<file path="config.mk">
export PLATFORM = sky130hd
export DESIGN_NAME = floating_alu
export DESIGN_NICKNAME = d
export VERILOG_FILES = /design/src/common/fpu_pkg.sv /design/src/common/fpu_stage_if.sv /design/src/hdl/floating_alu.sv /design/src/fp_arith/fp_round_pack.sv /design/src/fp_arith/fp_normalize.sv /design/src/fp_arith/fp_mantissa_op.sv /design/src/fp_arith/fp_align.sv
export SDC_FILE = /design/constraint.sdc
export NUM_CORES = 2
export LEC_CHECK = 0
export ABC_AREA = 1
export BUFFER_PORTS_ARGS = -buffer_cell sky130_fd_sc_hd__buf_4
export CORE_MARGIN = 2
export CORE_UTILIZATION = 50
export CTS_BUF_LIST = sky130_fd_sc_hd__clkbuf_8
export DETAILED_ROUTE_END_ITERATION = 8
export PLACE_DENSITY = 0.64
export SLEW_MARGIN = 10
export SYNTH_ARGS = -nofsm -noshare
export SYNTH_HDL_FRONTEND = slang
export SYNTH_SLANG_ARGS = --single-unit
</file>
<file path="constraint.sdc">
create_clock -name clk -period 8.52 [get_ports clk]
set_input_delay 0.852 -clock clk [delete_from_list [all_inputs] [get_ports clk]]
set_output_delay 0.852 -clock clk [all_outputs]
set_load 0.005 [all_outputs]
</file>
<file path="src/common/fpu_pkg.sv">
package fpu_pkg;

    // ============================================================
    // IEEE single precision field widths
    // ============================================================
    localparam int FRAC_W   = 23;
    localparam int SIG_W    = 24;
    localparam int EXP_BIAS = 127;

    // Raw 32-bit word, operand or result
    typedef logic [31:0] fp_word_t;
    typedef logic [7:0] exp_t;

    // Significand with the hidden one
    typedef logic [SIG_W-1:0] sig_t;

    // Aligned sum, one carry bit above the hidden one
    typedef logic [SIG_W:0] sum_t;
    typedef logic [2*SIG_W-1:0] prod_t;

    // All-ones exponent, infinity
    localparam exp_t EXP_INF = 8'hFF;

    // Compare results
    localparam fp_word_t TRUE_WORD  = 32'd1;
    localparam fp_word_t FALSE_WORD = 32'd0;

    // ============================================================
    // Operation encoding
    // ============================================================
    typedef enum logic [2:0] {
        FADD = 3'd0,
        FSUB = 3'd1,
        FMUL = 3'd2,
        FNEG = 3'd3,
        FABS = 3'd4,
        FEQ  = 3'd5,
        FSLT = 3'd6
    } alu_op_t;

endpackage
</file>
<file path="src/common/fpu_stage_if.sv">
// Stage 1 to stage 2, unpacked and aligned operands
interface align_if;
    import fpu_pkg::*;

    logic     valid;
    alu_op_t  op;
    fp_word_t raw_a;
    fp_word_t raw_b;
    logic     sign_a;
    // Already inverted for FSUB
    logic     sign_b;
    sig_t     sig_a;
    sig_t     sig_b;
    exp_t     exp_a;
    exp_t     exp_b;
    exp_t     exp_diff;
    logic     a_larger;
    exp_t     big_exp;

    modport source (output valid, op, raw_a, raw_b, sign_a, sign_b, sig_a, sig_b,
                    exp_a, exp_b, exp_diff, a_larger, big_exp);
    modport sink   (input valid, op, raw_a, raw_b, sign_a, sign_b, sig_a, sig_b,
                    exp_a, exp_b, exp_diff, a_larger, big_exp);
endinterface

// Stage 2 to stage 3, raw sum or product before normalization
interface norm_if;
    import fpu_pkg::*;

    logic     valid;
    alu_op_t  op;
    fp_word_t raw_a;
    fp_word_t raw_b;
    logic     sign;
    exp_t     exp;
    sum_t     sum;
    prod_t    prod;

    modport source (output valid, op, raw_a, raw_b, sign, exp, sum, prod);
    modport sink   (input valid, op, raw_a, raw_b, sign, exp, sum, prod);
endinterface

// Stage 3 to stage 4, normalized significand and rounding decision
interface round_if;
    import fpu_pkg::*;

    logic     valid;
    alu_op_t  op;
    fp_word_t raw_a;
    fp_word_t raw_b;
    logic     sign;
    exp_t     exp;
    sig_t     sig;
    logic     round_up;

    modport source (output valid, op, raw_a, raw_b, sign, exp, sig, round_up);
    modport sink   (input valid, op, raw_a, raw_b, sign, exp, sig, round_up);
endinterface

</file>
<file path="src/hdl/floating_alu.sv">
module floating_alu (
    input  logic              clk,
    input  logic              rst,
    input  fpu_pkg::fp_word_t op1,
    input  fpu_pkg::fp_word_t op2,
    input  fpu_pkg::alu_op_t  instruction,
    output fpu_pkg::fp_word_t result,
    output logic              valid
);

    // ============================================================
    // Stage-to-stage buses
    // ============================================================
    align_if align_bus ();
    norm_if  norm_bus ();
    round_if round_bus ();

    // Stage 1, operand capture and exponent alignment
    fp_align u_align (
        .clk         (clk),
        .rst         (rst),
        .op1         (op1),
        .op2         (op2),
        .instruction (instruction),
        .out         (align_bus.source)
    );

    // Stage 2, significand add/subtract or multiply
    fp_mantissa_op u_mantissa_op (
        .clk (clk),
        .rst (rst),
        .in  (align_bus.sink),
        .out (norm_bus.source)
    );

    // Stage 3, leading-one normalization and GRS bits
    fp_normalize u_normalize (
        .clk (clk),
        .rst (rst),
        .in  (norm_bus.sink),
        .out (round_bus.source)
    );

    // Stage 4, rounding, packing and the non-arithmetic ops
    fp_round_pack u_round_pack (
        .clk    (clk),
        .rst    (rst),
        .in     (round_bus.sink),
        .result (result),
        .valid  (valid)
    );

endmodule

</file>
<file path="src/fp_arith/fp_round_pack.sv">
module fp_round_pack (
    input  logic              clk,
    input  logic              rst,
    round_if.sink             in,
    output fpu_pkg::fp_word_t result,
    output logic              valid
);
    import fpu_pkg::*;

    logic       valid_q;
    alu_op_t    op_q;
    fp_word_t   raw_a_q;
    fp_word_t   raw_b_q;
    logic       sign_q;
    exp_t       exp_q;
    sig_t       sig_q;
    logic       round_up_q;
    sum_t       sig_rnd;
    logic [8:0] exp_wide;
    fp_word_t   arith_word;
    logic       both_zero;
    logic       a_less;

    always_ff @(posedge clk) begin
        if (rst) begin
            valid_q    <= 1'b0;
            op_q       <= FADD;
            raw_a_q    <= '0;
            raw_b_q    <= '0;
            sign_q     <= 1'b0;
            exp_q      <= '0;
            sig_q      <= '0;
            round_up_q <= 1'b0;
        end else begin
            valid_q    <= in.valid;
            op_q       <= in.op;
            raw_a_q    <= in.raw_a;
            raw_b_q    <= in.raw_b;
            sign_q     <= in.sign;
            exp_q      <= in.exp;
            sig_q      <= in.sig;
            round_up_q <= in.round_up;
        end
    end

    // ============================================================
    // Rounding and packing of arithmetic results
    // ============================================================
    always_comb begin
        sig_rnd  = {1'b0, sig_q} + sum_t'(round_up_q);
        exp_wide = {1'b0, exp_q};
        if (sig_rnd[SIG_W]) begin
            // Rounding carried out of the significand
            sig_rnd  = sig_rnd >> 1;
            exp_wide = exp_wide + 9'd1;
        end

        if (exp_wide >= 9'(EXP_INF)) begin
            arith_word = {sign_q, EXP_INF, {FRAC_W{1'b0}}};
        end else if (exp_wide == '0) begin
            arith_word = {sign_q, 31'd0};
        end else begin
            arith_word = {sign_q, exp_wide[7:0], sig_rnd[FRAC_W-1:0]};
        end
    end

    // ============================================================
    // Sign-magnitude compares on the raw words
    // ============================================================
    assign both_zero = (raw_a_q[30:0] == '0) && (raw_b_q[30:0] == '0);

    always_comb begin
        if (raw_a_q[31] != raw_b_q[31]) begin
            a_less = raw_a_q[31];
        end else if (raw_a_q[31]) begin
            // Both negative, larger magnitude is smaller
            a_less = raw_a_q[30:0] > raw_b_q[30:0];
        end else begin
            a_less = raw_a_q[30:0] < raw_b_q[30:0];
        end
    end

    always_comb begin
        case (op_q)
            FADD, FSUB, FMUL: result = arith_word;
            FNEG:    result = {~raw_a_q[31], raw_a_q[30:0]};
            FABS:    result = {1'b0, raw_a_q[30:0]};
            FEQ:     result = (raw_a_q == raw_b_q || both_zero) ? TRUE_WORD : FALSE_WORD;
            FSLT:    result = (a_less && !both_zero) ? TRUE_WORD : FALSE_WORD;
            default: result = FALSE_WORD;
        endcase
    end

    assign valid = valid_q;

endmodule

</file>
<file path="src/fp_arith/fp_normalize.sv">
module fp_normalize (
    input  logic    clk,
    input  logic    rst,
    norm_if.sink    in,
    round_if.source out
);
    import fpu_pkg::*;

    logic       valid_q;
    alu_op_t    op_q;
    fp_word_t   raw_a_q;
    fp_word_t   raw_b_q;
    logic       sign_q;
    exp_t       exp_q;
    sum_t       sum_q;
    prod_t      prod_q;
    logic [4:0] lead;
    logic [4:0] shift;
    sig_t       sig;
    logic       guard;
    logic       rnd;
    logic       sticky;

    always_ff @(posedge clk) begin
        if (rst) begin
            valid_q <= 1'b0;
            op_q    <= FADD;
            raw_a_q <= '0;
            raw_b_q <= '0;
            sign_q  <= 1'b0;
            exp_q   <= '0;
            sum_q   <= '0;
            prod_q  <= '0;
        end else begin
            valid_q <= in.valid;
            op_q    <= in.op;
            raw_a_q <= in.raw_a;
            raw_b_q <= in.raw_b;
            sign_q  <= in.sign;
            exp_q   <= in.exp;
            sum_q   <= in.sum;
            prod_q  <= in.prod;
        end
    end

    // Leading-one search below the carry bit, highest set bit wins
    always_comb begin
        lead = '0;
        for (int i = 0; i < SIG_W; i++) begin
            if (sum_q[i]) begin
                lead = 5'(i);
            end
        end
        shift = 5'(SIG_W - 1) - lead;
    end

    always_comb begin
        out.valid = valid_q;
        out.op    = op_q;
        out.raw_a = raw_a_q;
        out.raw_b = raw_b_q;
        out.sign  = sign_q;
        out.exp   = exp_q;
        sig       = '0;
        guard     = 1'b0;
        rnd       = 1'b0;
        sticky    = 1'b0;

        case (op_q)
            FADD, FSUB: begin
                if (sum_q[SIG_W]) begin
                    // Carry out, the dropped LSB becomes the guard bit
                    sig     = sum_q[SIG_W:1];
                    guard   = sum_q[0];
                    out.exp = exp_q + 8'd1;
                end else if (sum_q == '0 || exp_t'(shift) >= exp_q) begin
                    // Full cancellation or underflow, flush to +0
                    out.sign = 1'b0;
                    out.exp  = '0;
                end else begin
                    sig     = sum_q[SIG_W-1:0] << shift;
                    out.exp = exp_q - exp_t'(shift);
                end
            end
            FMUL: begin
                if (prod_q[47]) begin
                    sig    = prod_q[47:24];
                    guard  = prod_q[23];
                    rnd    = prod_q[22];
                    sticky = |prod_q[21:0];
                    // Saturated exponents stay put
                    if (exp_q != '0 && exp_q != EXP_INF) begin
                        out.exp = exp_q + 8'd1;
                    end
                end else begin
                    sig    = prod_q[46:23];
                    guard  = prod_q[22];
                    rnd    = prod_q[21];
                    sticky = |prod_q[20:0];
                end
            end
            default: ;
        endcase

        out.sig = sig;
        // Round to nearest, ties to even
        out.round_up = guard & (rnd | sticky | sig[0]);
    end

endmodule

</file>
<file path="src/fp_arith/fp_mantissa_op.sv">
module fp_mantissa_op (
    input  logic    clk,
    input  logic    rst,
    align_if.sink   in,
    norm_if.source  out
);
    import fpu_pkg::*;

    logic       valid_q;
    alu_op_t    op_q;
    fp_word_t   raw_a_q;
    fp_word_t   raw_b_q;
    logic       sign_a_q;
    logic       sign_b_q;
    sig_t       sig_a_q;
    sig_t       sig_b_q;
    exp_t       exp_a_q;
    exp_t       exp_b_q;
    exp_t       exp_diff_q;
    logic       a_larger_q;
    exp_t       big_exp_q;
    sum_t       aligned_a;
    sum_t       aligned_b;
    logic [9:0] exp_sum;

    always_ff @(posedge clk) begin
        if (rst) begin
            valid_q    <= 1'b0;
            op_q       <= FADD;
            raw_a_q    <= '0;
            raw_b_q    <= '0;
            sign_a_q   <= 1'b0;
            sign_b_q   <= 1'b0;
            sig_a_q    <= '0;
            sig_b_q    <= '0;
            exp_a_q    <= '0;
            exp_b_q    <= '0;
            exp_diff_q <= '0;
            a_larger_q <= 1'b0;
            big_exp_q  <= '0;
        end else begin
            valid_q    <= in.valid;
            op_q       <= in.op;
            raw_a_q    <= in.raw_a;
            raw_b_q    <= in.raw_b;
            sign_a_q   <= in.sign_a;
            sign_b_q   <= in.sign_b;
            sig_a_q    <= in.sig_a;
            sig_b_q    <= in.sig_b;
            exp_a_q    <= in.exp_a;
            exp_b_q    <= in.exp_b;
            exp_diff_q <= in.exp_diff;
            a_larger_q <= in.a_larger;
            big_exp_q  <= in.big_exp;
        end
    end

    // Shift the smaller-exponent significand down to the common exponent
    always_comb begin
        aligned_a = {1'b0, sig_a_q};
        aligned_b = {1'b0, sig_b_q};
        if (a_larger_q) begin
            aligned_b = aligned_b >> exp_diff_q;
        end else begin
            aligned_a = aligned_a >> exp_diff_q;
        end
    end

    // Product exponent before the bias is removed
    assign exp_sum = {2'b00, exp_a_q} + {2'b00, exp_b_q};

    always_comb begin
        out.valid = valid_q;
        out.op    = op_q;
        out.raw_a = raw_a_q;
        out.raw_b = raw_b_q;
        out.sign  = sign_a_q;
        out.exp   = exp_a_q;
        out.sum   = '0;
        out.prod  = '0;

        case (op_q)
            FADD, FSUB: begin
                out.exp = big_exp_q;
                if (sign_a_q == sign_b_q) begin
                    out.sum = aligned_a + aligned_b;
                end else if (aligned_a >= aligned_b) begin
                    out.sum = aligned_a - aligned_b;
                end else begin
                    // b dominates, so the result takes its sign
                    out.sum  = aligned_b - aligned_a;
                    out.sign = sign_b_q;
                end
            end
            FMUL: begin
                out.prod = prod_t'(sig_a_q) * prod_t'(sig_b_q);
                out.sign = sign_a_q ^ sign_b_q;
                // Clamp so later increments cannot wrap the 8-bit field
                if (exp_sum <= 10'(EXP_BIAS)) begin
                    out.exp = '0;
                end else if (exp_sum >= 10'(EXP_BIAS) + 10'(EXP_INF)) begin
                    out.exp = EXP_INF;
                end else begin
                    out.exp = exp_t'(exp_sum - 10'(EXP_BIAS));
                end
            end
            default: ;
        endcase
    end

endmodule

</file>
<file path="src/fp_arith/fp_align.sv">
module fp_align (
    input  logic              clk,
    input  logic              rst,
    input  fpu_pkg::fp_word_t op1,
    input  fpu_pkg::fp_word_t op2,
    input  fpu_pkg::alu_op_t  instruction,
    align_if.source           out
);
    import fpu_pkg::*;

    fp_word_t op1_q;
    fp_word_t op2_q;
    alu_op_t  op_q;
    logic     valid_q;
    exp_t     exp_a;
    exp_t     exp_b;

    // Input register layer, valid rises on the first edge out of reset
    always_ff @(posedge clk) begin
        if (rst) begin
            op1_q   <= '0;
            op2_q   <= '0;
            op_q    <= FADD;
            valid_q <= 1'b0;
        end else begin
            op1_q   <= op1;
            op2_q   <= op2;
            op_q    <= instruction;
            valid_q <= 1'b1;
        end
    end

    assign exp_a = op1_q[FRAC_W +: 8];
    assign exp_b = op2_q[FRAC_W +: 8];

    always_comb begin
        out.valid  = valid_q;
        out.op     = op_q;
        out.raw_a  = op1_q;
        out.raw_b  = op2_q;
        out.sign_a = op1_q[31];
        // Subtraction becomes an add of the negated second operand
        out.sign_b = (op_q == FSUB) ? ~op2_q[31] : op2_q[31];
        out.sig_a  = {1'b1, op1_q[FRAC_W-1:0]};
        out.sig_b  = {1'b1, op2_q[FRAC_W-1:0]};
        out.exp_a  = exp_a;
        out.exp_b  = exp_b;

        // Equal exponents count as a larger
        if (exp_a >= exp_b) begin
            out.a_larger = 1'b1;
            out.exp_diff = exp_a - exp_b;
            out.big_exp  = exp_a;
        end else begin
            out.a_larger = 1'b0;
            out.exp_diff = exp_b - exp_a;
            out.big_exp  = exp_b;
        end
    end

endmodule

</file>
# Word-level counts from Yosys, hierarchy flattened
# Cells that the tools add are included.
# op_classes
mux	68
n_eq_ne	15
shift	3
order_cmp	8
bitwise_logic	8
add_sub_neg	12
n_reduce_logical	21
mul	1
# op_table
op	n
$pmux 32 s5	1
$mux 24	5
$mux 25	4
$mux 8	8
$logic_not 31->1	2
$mux 31	2
$shr 24x8->25	2
$sub 25x25->25	2
$mul 24x24->48	1
$pmux 24 s2	1
$mux 5	8
$eq 32x32->1	1
$mux 4	8
$pmux 8 s2	2
$gt 31x31->1	1
$lt 31x31->1	1
$add 24x1->25	1
$add 25x25->25	1
$ge 25x25->1	1
$logic_not 25->1	1
$shl 24x5->24	1
$mux 23	1
$reduce_or 22->1	1
$reduce_or 21->1	1
other kinds (35)	79
# totals
ff_bits	471
out_inout_bits	33
input_bits	69

# Longest topological paths before layout
# logic_depth
depth_word	31
depth_mapped	40
ltp_nobuf	39

# Cells and area by module
# Synthesis repeated with hierarchy kept, for this count alone.
# unflattened
hier_cells	7614
area_unflattened_um2	50153.1
# by_module_without_submodules
mod	area_each_um2	cells_each	n_inst	seq_area_each_um2
fp_mantissa_op	34021.4	5238	1	3022.9
fp_normalize	6979.2	1046	1	3002.9
fp_round_pack	5690.5	869	1	2042.0
fp_align	3462.1	461	1	1361.3

# Worst setup path before layout
# Ideal clock, no wire load.
# synth_timing
path_type	reg-to-reg
startpoint	reg u_mantissa_op.sig_a_q[13]
endpoint	reg u_normalize.prod_q[45]
required_time_ps	8450
synth_period_minus_slack_ps	6394
slack_ps	2126
t_arrival_ps	6323
path_buffers	2
path_stages_with_launch	28
cell_sequence	dfxtp_1 -> clkbuf_1 -> clkbuf_1 -> nand2_1 -> fa_1 -> inv_1 -> fa_1 -> inv_1 -> fa_1 -> inv_1 -> fa_1 -> inv_1 -> fa_1 -> fa_1 -> inv_1 -> fa_1 -> ha_1 -> a21oi_1 -> o21a_1 -> inv_1 -> a21oi_1 -> nor2_1 -> a211oi_1 -> nand3_1 -> nand3_1 -> o2111ai_1 -> or2_2 -> a21oi_1
# synth_via
elab_chain_len	1
# synth_rtl
element	line	text
from (decl)	fp_mantissa_op.sv:15	sig_t sig_a_q;
from (signal assigned)	fp_mantissa_op.sv:48	sig_a_q <= in.sig_a;
$mul 24x24->48	fp_mantissa_op.sv:96	out.prod = prod_t'(sig_a_q) * prod_t'(sig_b_q);
to (signal assigned)	fp_normalize.sv:42	prod_q <= in.prod;
to (decl)	fp_normalize.sv:16	prod_t prod_q;
# Every way passes these cells.
# A chain may end at the register's enable or synchronous reset.

# Worst setup path after layout
# layout_timing
startpoint	reg u_mantissa_op.sig_a_q[8]
endpoint	reg u_normalize.prod_q[45]
# The elaborated chain is that of the path after synthesis.

==> flow_results.org <==
** Clock tree
- Root buffer cell :: clkbuf_8
- CTS built an H-tree with a depth of 3.
- No sink is reached through more buffers than the 3 on the longest clock path.
- The clock reaches the later pin of the worst-skew pair after ~740 ps.
- Clock tree from TritonCTS :: done
- After clock tree synthesis, the clock-pin slew on the worst setup and hold paths is 60 ps.
- For this design, the sink count on the clock tree is 406.
- The number of clock buffers added by TritonCTS is 72.
- Number of setup buffers added after CTS :: 0
- Number of gates given a new drive strength after cts :: 0
- Hold-fix buffers at CTS :: 0

** Die
- In this run the count of I/O pins placed on the die edge is a little over 100.
- The die covers 87900 sq um.
- The initial utilization of the core area, before any placement, comes to 50.3%.
- The die is between 200 and 300 microns wide.
- In this run the core area contains 107 standard-cell rows.
- The total area inside the core boundary comes to approximately 85000 sq um.
- Height of the die :: 297 microns

** Synth
- After synthesis, the netlist uses 68 different library cells.
- After synthesis the cells add up to 42800 sq um.
- Sequential cells were found to cover between 10% and 20% of the synthesized design area.
- Count of flip-flops with a built-in enable after synthesis :: 0
- Net Count, Synth :: between 6k and 7k
- The most used flip-flop cell after synthesis is dfxtp_1.
- Synthesis inferred 406 register bits.
- For this run, asynchronously set or reset flops after synthesis account for 0%.
- The share of synthesized area in the top cell type comes to 22.9%.
- Post-synthesis cell count :: 6008
- The synthesized design spends more area on one cell type than any other, namely fa_1.
- Top post-synthesis cells by count :: inv_1, nand2_1, nor2_1
- The Yosys step of the flow raised 0 warnings.
- Largest cells by area after synthesis :: fa_1, dfxtp_1, inv_1
- Leading cell type by number of instances after synthesis :: inv_1
- Syn Area/Cell :: 7.12 sq um

** STA
- Final hold analysis gives a worst-case slack of 336 ps.
- The count of final max-slew check failures is 0.
- Headroom to the max-slew limit came out at 3.26%.
- Final Hold Fails :: 0
- Once routing completed, OpenROAD measured the worst setup slack at 772 ps.
- Unrepaired setup endpoints after global routing :: no
- Minimum clock period :: between 7000 and 8000 ps
- At the pin with the least slew margin, the transition time is 1440 ps.
- Setup violations remaining at the end of the flow were counted as 0.
- In the final timing run, aggregate negative setup slack is 0 ps.
- Final Cycle Share :: 90.9%
- Setup clock skew after layout :: 70.6 ps
- Derived from the worst setup path, the maximum achievable clock frequency is 0.129 GHz.

** Global route
- The number of antenna violations at the first check in global routing is 7.
- Overflow left after global routing :: 0
- Pin count of the biggest net entering global routing :: 117
- The number of global-route vias before repair was about 37k.
- The first global-routing pass estimated 217000 microns of wire.
- Global routing consumed, over all layers together, 32.8% of the routing resources.

** Power
- Summed over all cells, the static leakage comes to between 20 and 25 nW.
- In this run, flip-flops and latches consume 28.6% of the power.
- Total internal power :: 0.00424 W
- Clock power frac :: 23.9%
- The worst-case IR drop observed on VDD is around 170 uV.
- Switching power of the nets :: 0.00361 W
- Switching power as a share of total power :: 46.0%
- Per report_power, the combinational group accounts for 47.6% of the total.
- In this run the power density over the cells is between 150 and 200 nW/um^2.

** Critical path
- Slowest CP cell :: dfxtp_1
- In this design, the stage delay of the slowest critical-path cell is 1160 ps.
- Worst Path Required :: 9090 ps
- Arrival @ worst endpoint :: 8320 ps
- The critical path is of the flop to flop type.
- Number of buffers and inverters on the critical path :: 5
- STA classifies the critical path endpoint as a flop.
- The worst setup path is launched from a flop.
- Maximum fanout count along the critical path :: 25
- Worst-path cell chain :: nand2_1, fa_1, inv_1, fa_1, fa_1, fa_1, inv_1, fa_1, fa_1, inv_1, fa_1, ha_1, nand2_1, nor2_1, inv_1, nor2_1, inv_1, nor4_1, nand3_1, nand3_1, nand3_1, o2111ai_1, or2_2, a21oi_1
- The kind of cell with the highest combined delay along the critical path is adder cells.
- By instance count, the cell type seen most on the critical path is fa_1.

** Placement
- Number of port buffers :: 101
- Worst slack at placement :: around 890 ps
- Final weighted congestion in routability-driven placement :: 1.03
- Estimated wirelength of the detail-placed design :: 113000 microns

** Run
- Maximum Capacitance Violations :: 0

** Detailed routing
- Vias after detailed routing :: roughly 37k
- Vias/cell :: 5.22
- In the routed design, unresolved DRC markers number 0.
- After the first detailed-routing iteration, the DRC count stood at a little over 3k.
- In this run the remaining antenna-violating nets after routing total 0.
- The first TritonRoute pass finished after 7 iterations.
- The final layout contains routed wiring with a total length of between 100000 and 150000 microns.
- In the final routed layout, each cell accounts on average for 19.8 microns.

** Cells and area
- Final nets :: 6849
- Layout cells sized above 1 :: 6.38%
- Compared with the post-synthesis result, the final layout area differs by 7.47%.
- Counting the fill cells in the layout gives 8367.
- At the end of the flow the core is filled with cells to 54.1%.
- Registers take ~8100 sq um.
- In the final layout, the multi-input gates occupy about 28000 sq um.

** Status
- Outcome :: completed

** Worst hold path
- The min-delay analysis places its worst path in the category primary input to flop.
metrics by stage:
stage | cells | total power (W) | area, sq um
floorplan | 6008 | 0.00484 | 42800
global placement | 7049 | 0.00592 | 44500
detailed placement | 7049 | 0.00591 | 44500
CTS | 7175 | 0.00780 | 46000
global route | 7177 | 0.00840 | 46000
finish | 7178 | 0.00785 | 46000
metal layers:
metal,wire [microns],up-vias,track usage [%]
met3,11900,323,6.48
met1,57100,17550,41.0
met4,8910,2,18.6
li1,-,18027,-
met2,64000,1537,52.9
met5,9,-,0
kinds of logic (layout without fill, tap and decap cells):
group / count (synthesis) / after routing / share of synthesized area [%]
DFF: 406 / 406 / 19.0
other: 0 / 3 / 0
muxes: 12 / 12 / 0.281
buffers and inverters: 1732 / 1755 / 15.4
adders and majority gates: 801 / 801 / 32.0
and+or+nand+nor: 2153 / 2153 / 20.5
AOI/OAI and AO/OA: 794 / 794 / 10.5
xor gates and xnor gates: 110 / 110 / 2.27
cell usage in the layout (no fill, tap or decap), drive strengths merged, types with 36 or more instances in the layout:
master / count
buf: 189
o21ai: 278
nand3: 189
clkbuf: 86
nand4: 45
o22ai: 37
xor2: 93
inv: 1451
a21oi: 324
ha: 312
nand2: 1251
dfxtp: 406
or2: 36
nor2: 565
fa: 489
worst reg2reg max path, cell delays in order (launching register included):
cell and delay [ps]:
dfxtp_1 1160, nand2_1 210, fa_1 580, inv_1 50, fa_1 470, fa_1 520, fa_1 580, inv_1 60
fa_1 450, fa_1 490, inv_1 50, fa_1 430, ha_1 350, nand2_1 140, nor2_1 200, inv_1 100
nor2_1 160, inv_1 50, nor4_1 710, nand3_1 260, nand3_1 260, nand3_1 100, o2111ai_1 100, or2_2 140
a21oi_1 50
registers in the layout (all words and copies together), names as in the netlist, 2 cells and up:
name	count
u_round_pack.op_q	3
u_mantissa_op.out.raw_a	2
u_mantissa_op.big_exp_q	8
u_normalize.sum_q	25
u_normalize.prod_q	48
u_mantissa_op.exp_a_q	7
u_mantissa_op.sig_b_q	23
u_round_pack.raw_b_q	32
u_round_pack.raw_a_q	32
u_align.out.op	3
u_align.out.raw_a	32
u_normalize.out.raw_a	32
u_round_pack.sig_q	24
u_normalize.out.raw_b	32
u_align.out.raw_b	32
u_mantissa_op.out.raw_b	3
u_round_pack.exp_q	8
u_mantissa_op.sig_a_q	22
u_mantissa_op.exp_b_q	7
u_normalize.out.op	3
u_mantissa_op.exp_diff_q	8
u_mantissa_op.out.op	3
u_normalize.exp_q	8
area by class of cell:
class,count,share of cell area [%]
inverters,1440,11.8
clock buffers,86,2.57
flip-flops and latches,406,17.7
well taps,1144,3.11
clock inverters,40,0.645
diodes,3,0.0163
repair buffers,189,3.10
multi-input cells,3870,61.1
path summary, 6_finish.rpt:
check / startpoint / endpoint / slack [ps] / cells past startpoint
setup / recovery: u_mantissa_op.sig_a_q[8] / u_normalize.prod_q[45] / 770 / 24
hold / removal: op1[31] / u_align.out.raw_a[31] / 340 / 3
setup reg to reg: u_mantissa_op.sig_a_q[8] / u_normalize.prod_q[45] / 770 / 24
hold reg to reg: u_mantissa_op.out.raw_b[31] / u_normalize.out.raw_b[31] / 390 / 2
power groups by stage:
stage | combinational [W] | clock (W) | sequential (W)
2_1_floorplan | 0.00268 | 0 | 0.00216
3_3_place_gp | 0.00365 | 0 | 0.00227
3_5_place_dp | 0.00363 | 0 | 0.00228
4_1_cts | 0.00365 | 0.00192 | 0.00224
5_1_grt | 0.00415 | 0.00200 | 0.00225
6_report | 0.00373 | 0.00187 | 0.00224
Power figures use the tool's default switching activity.
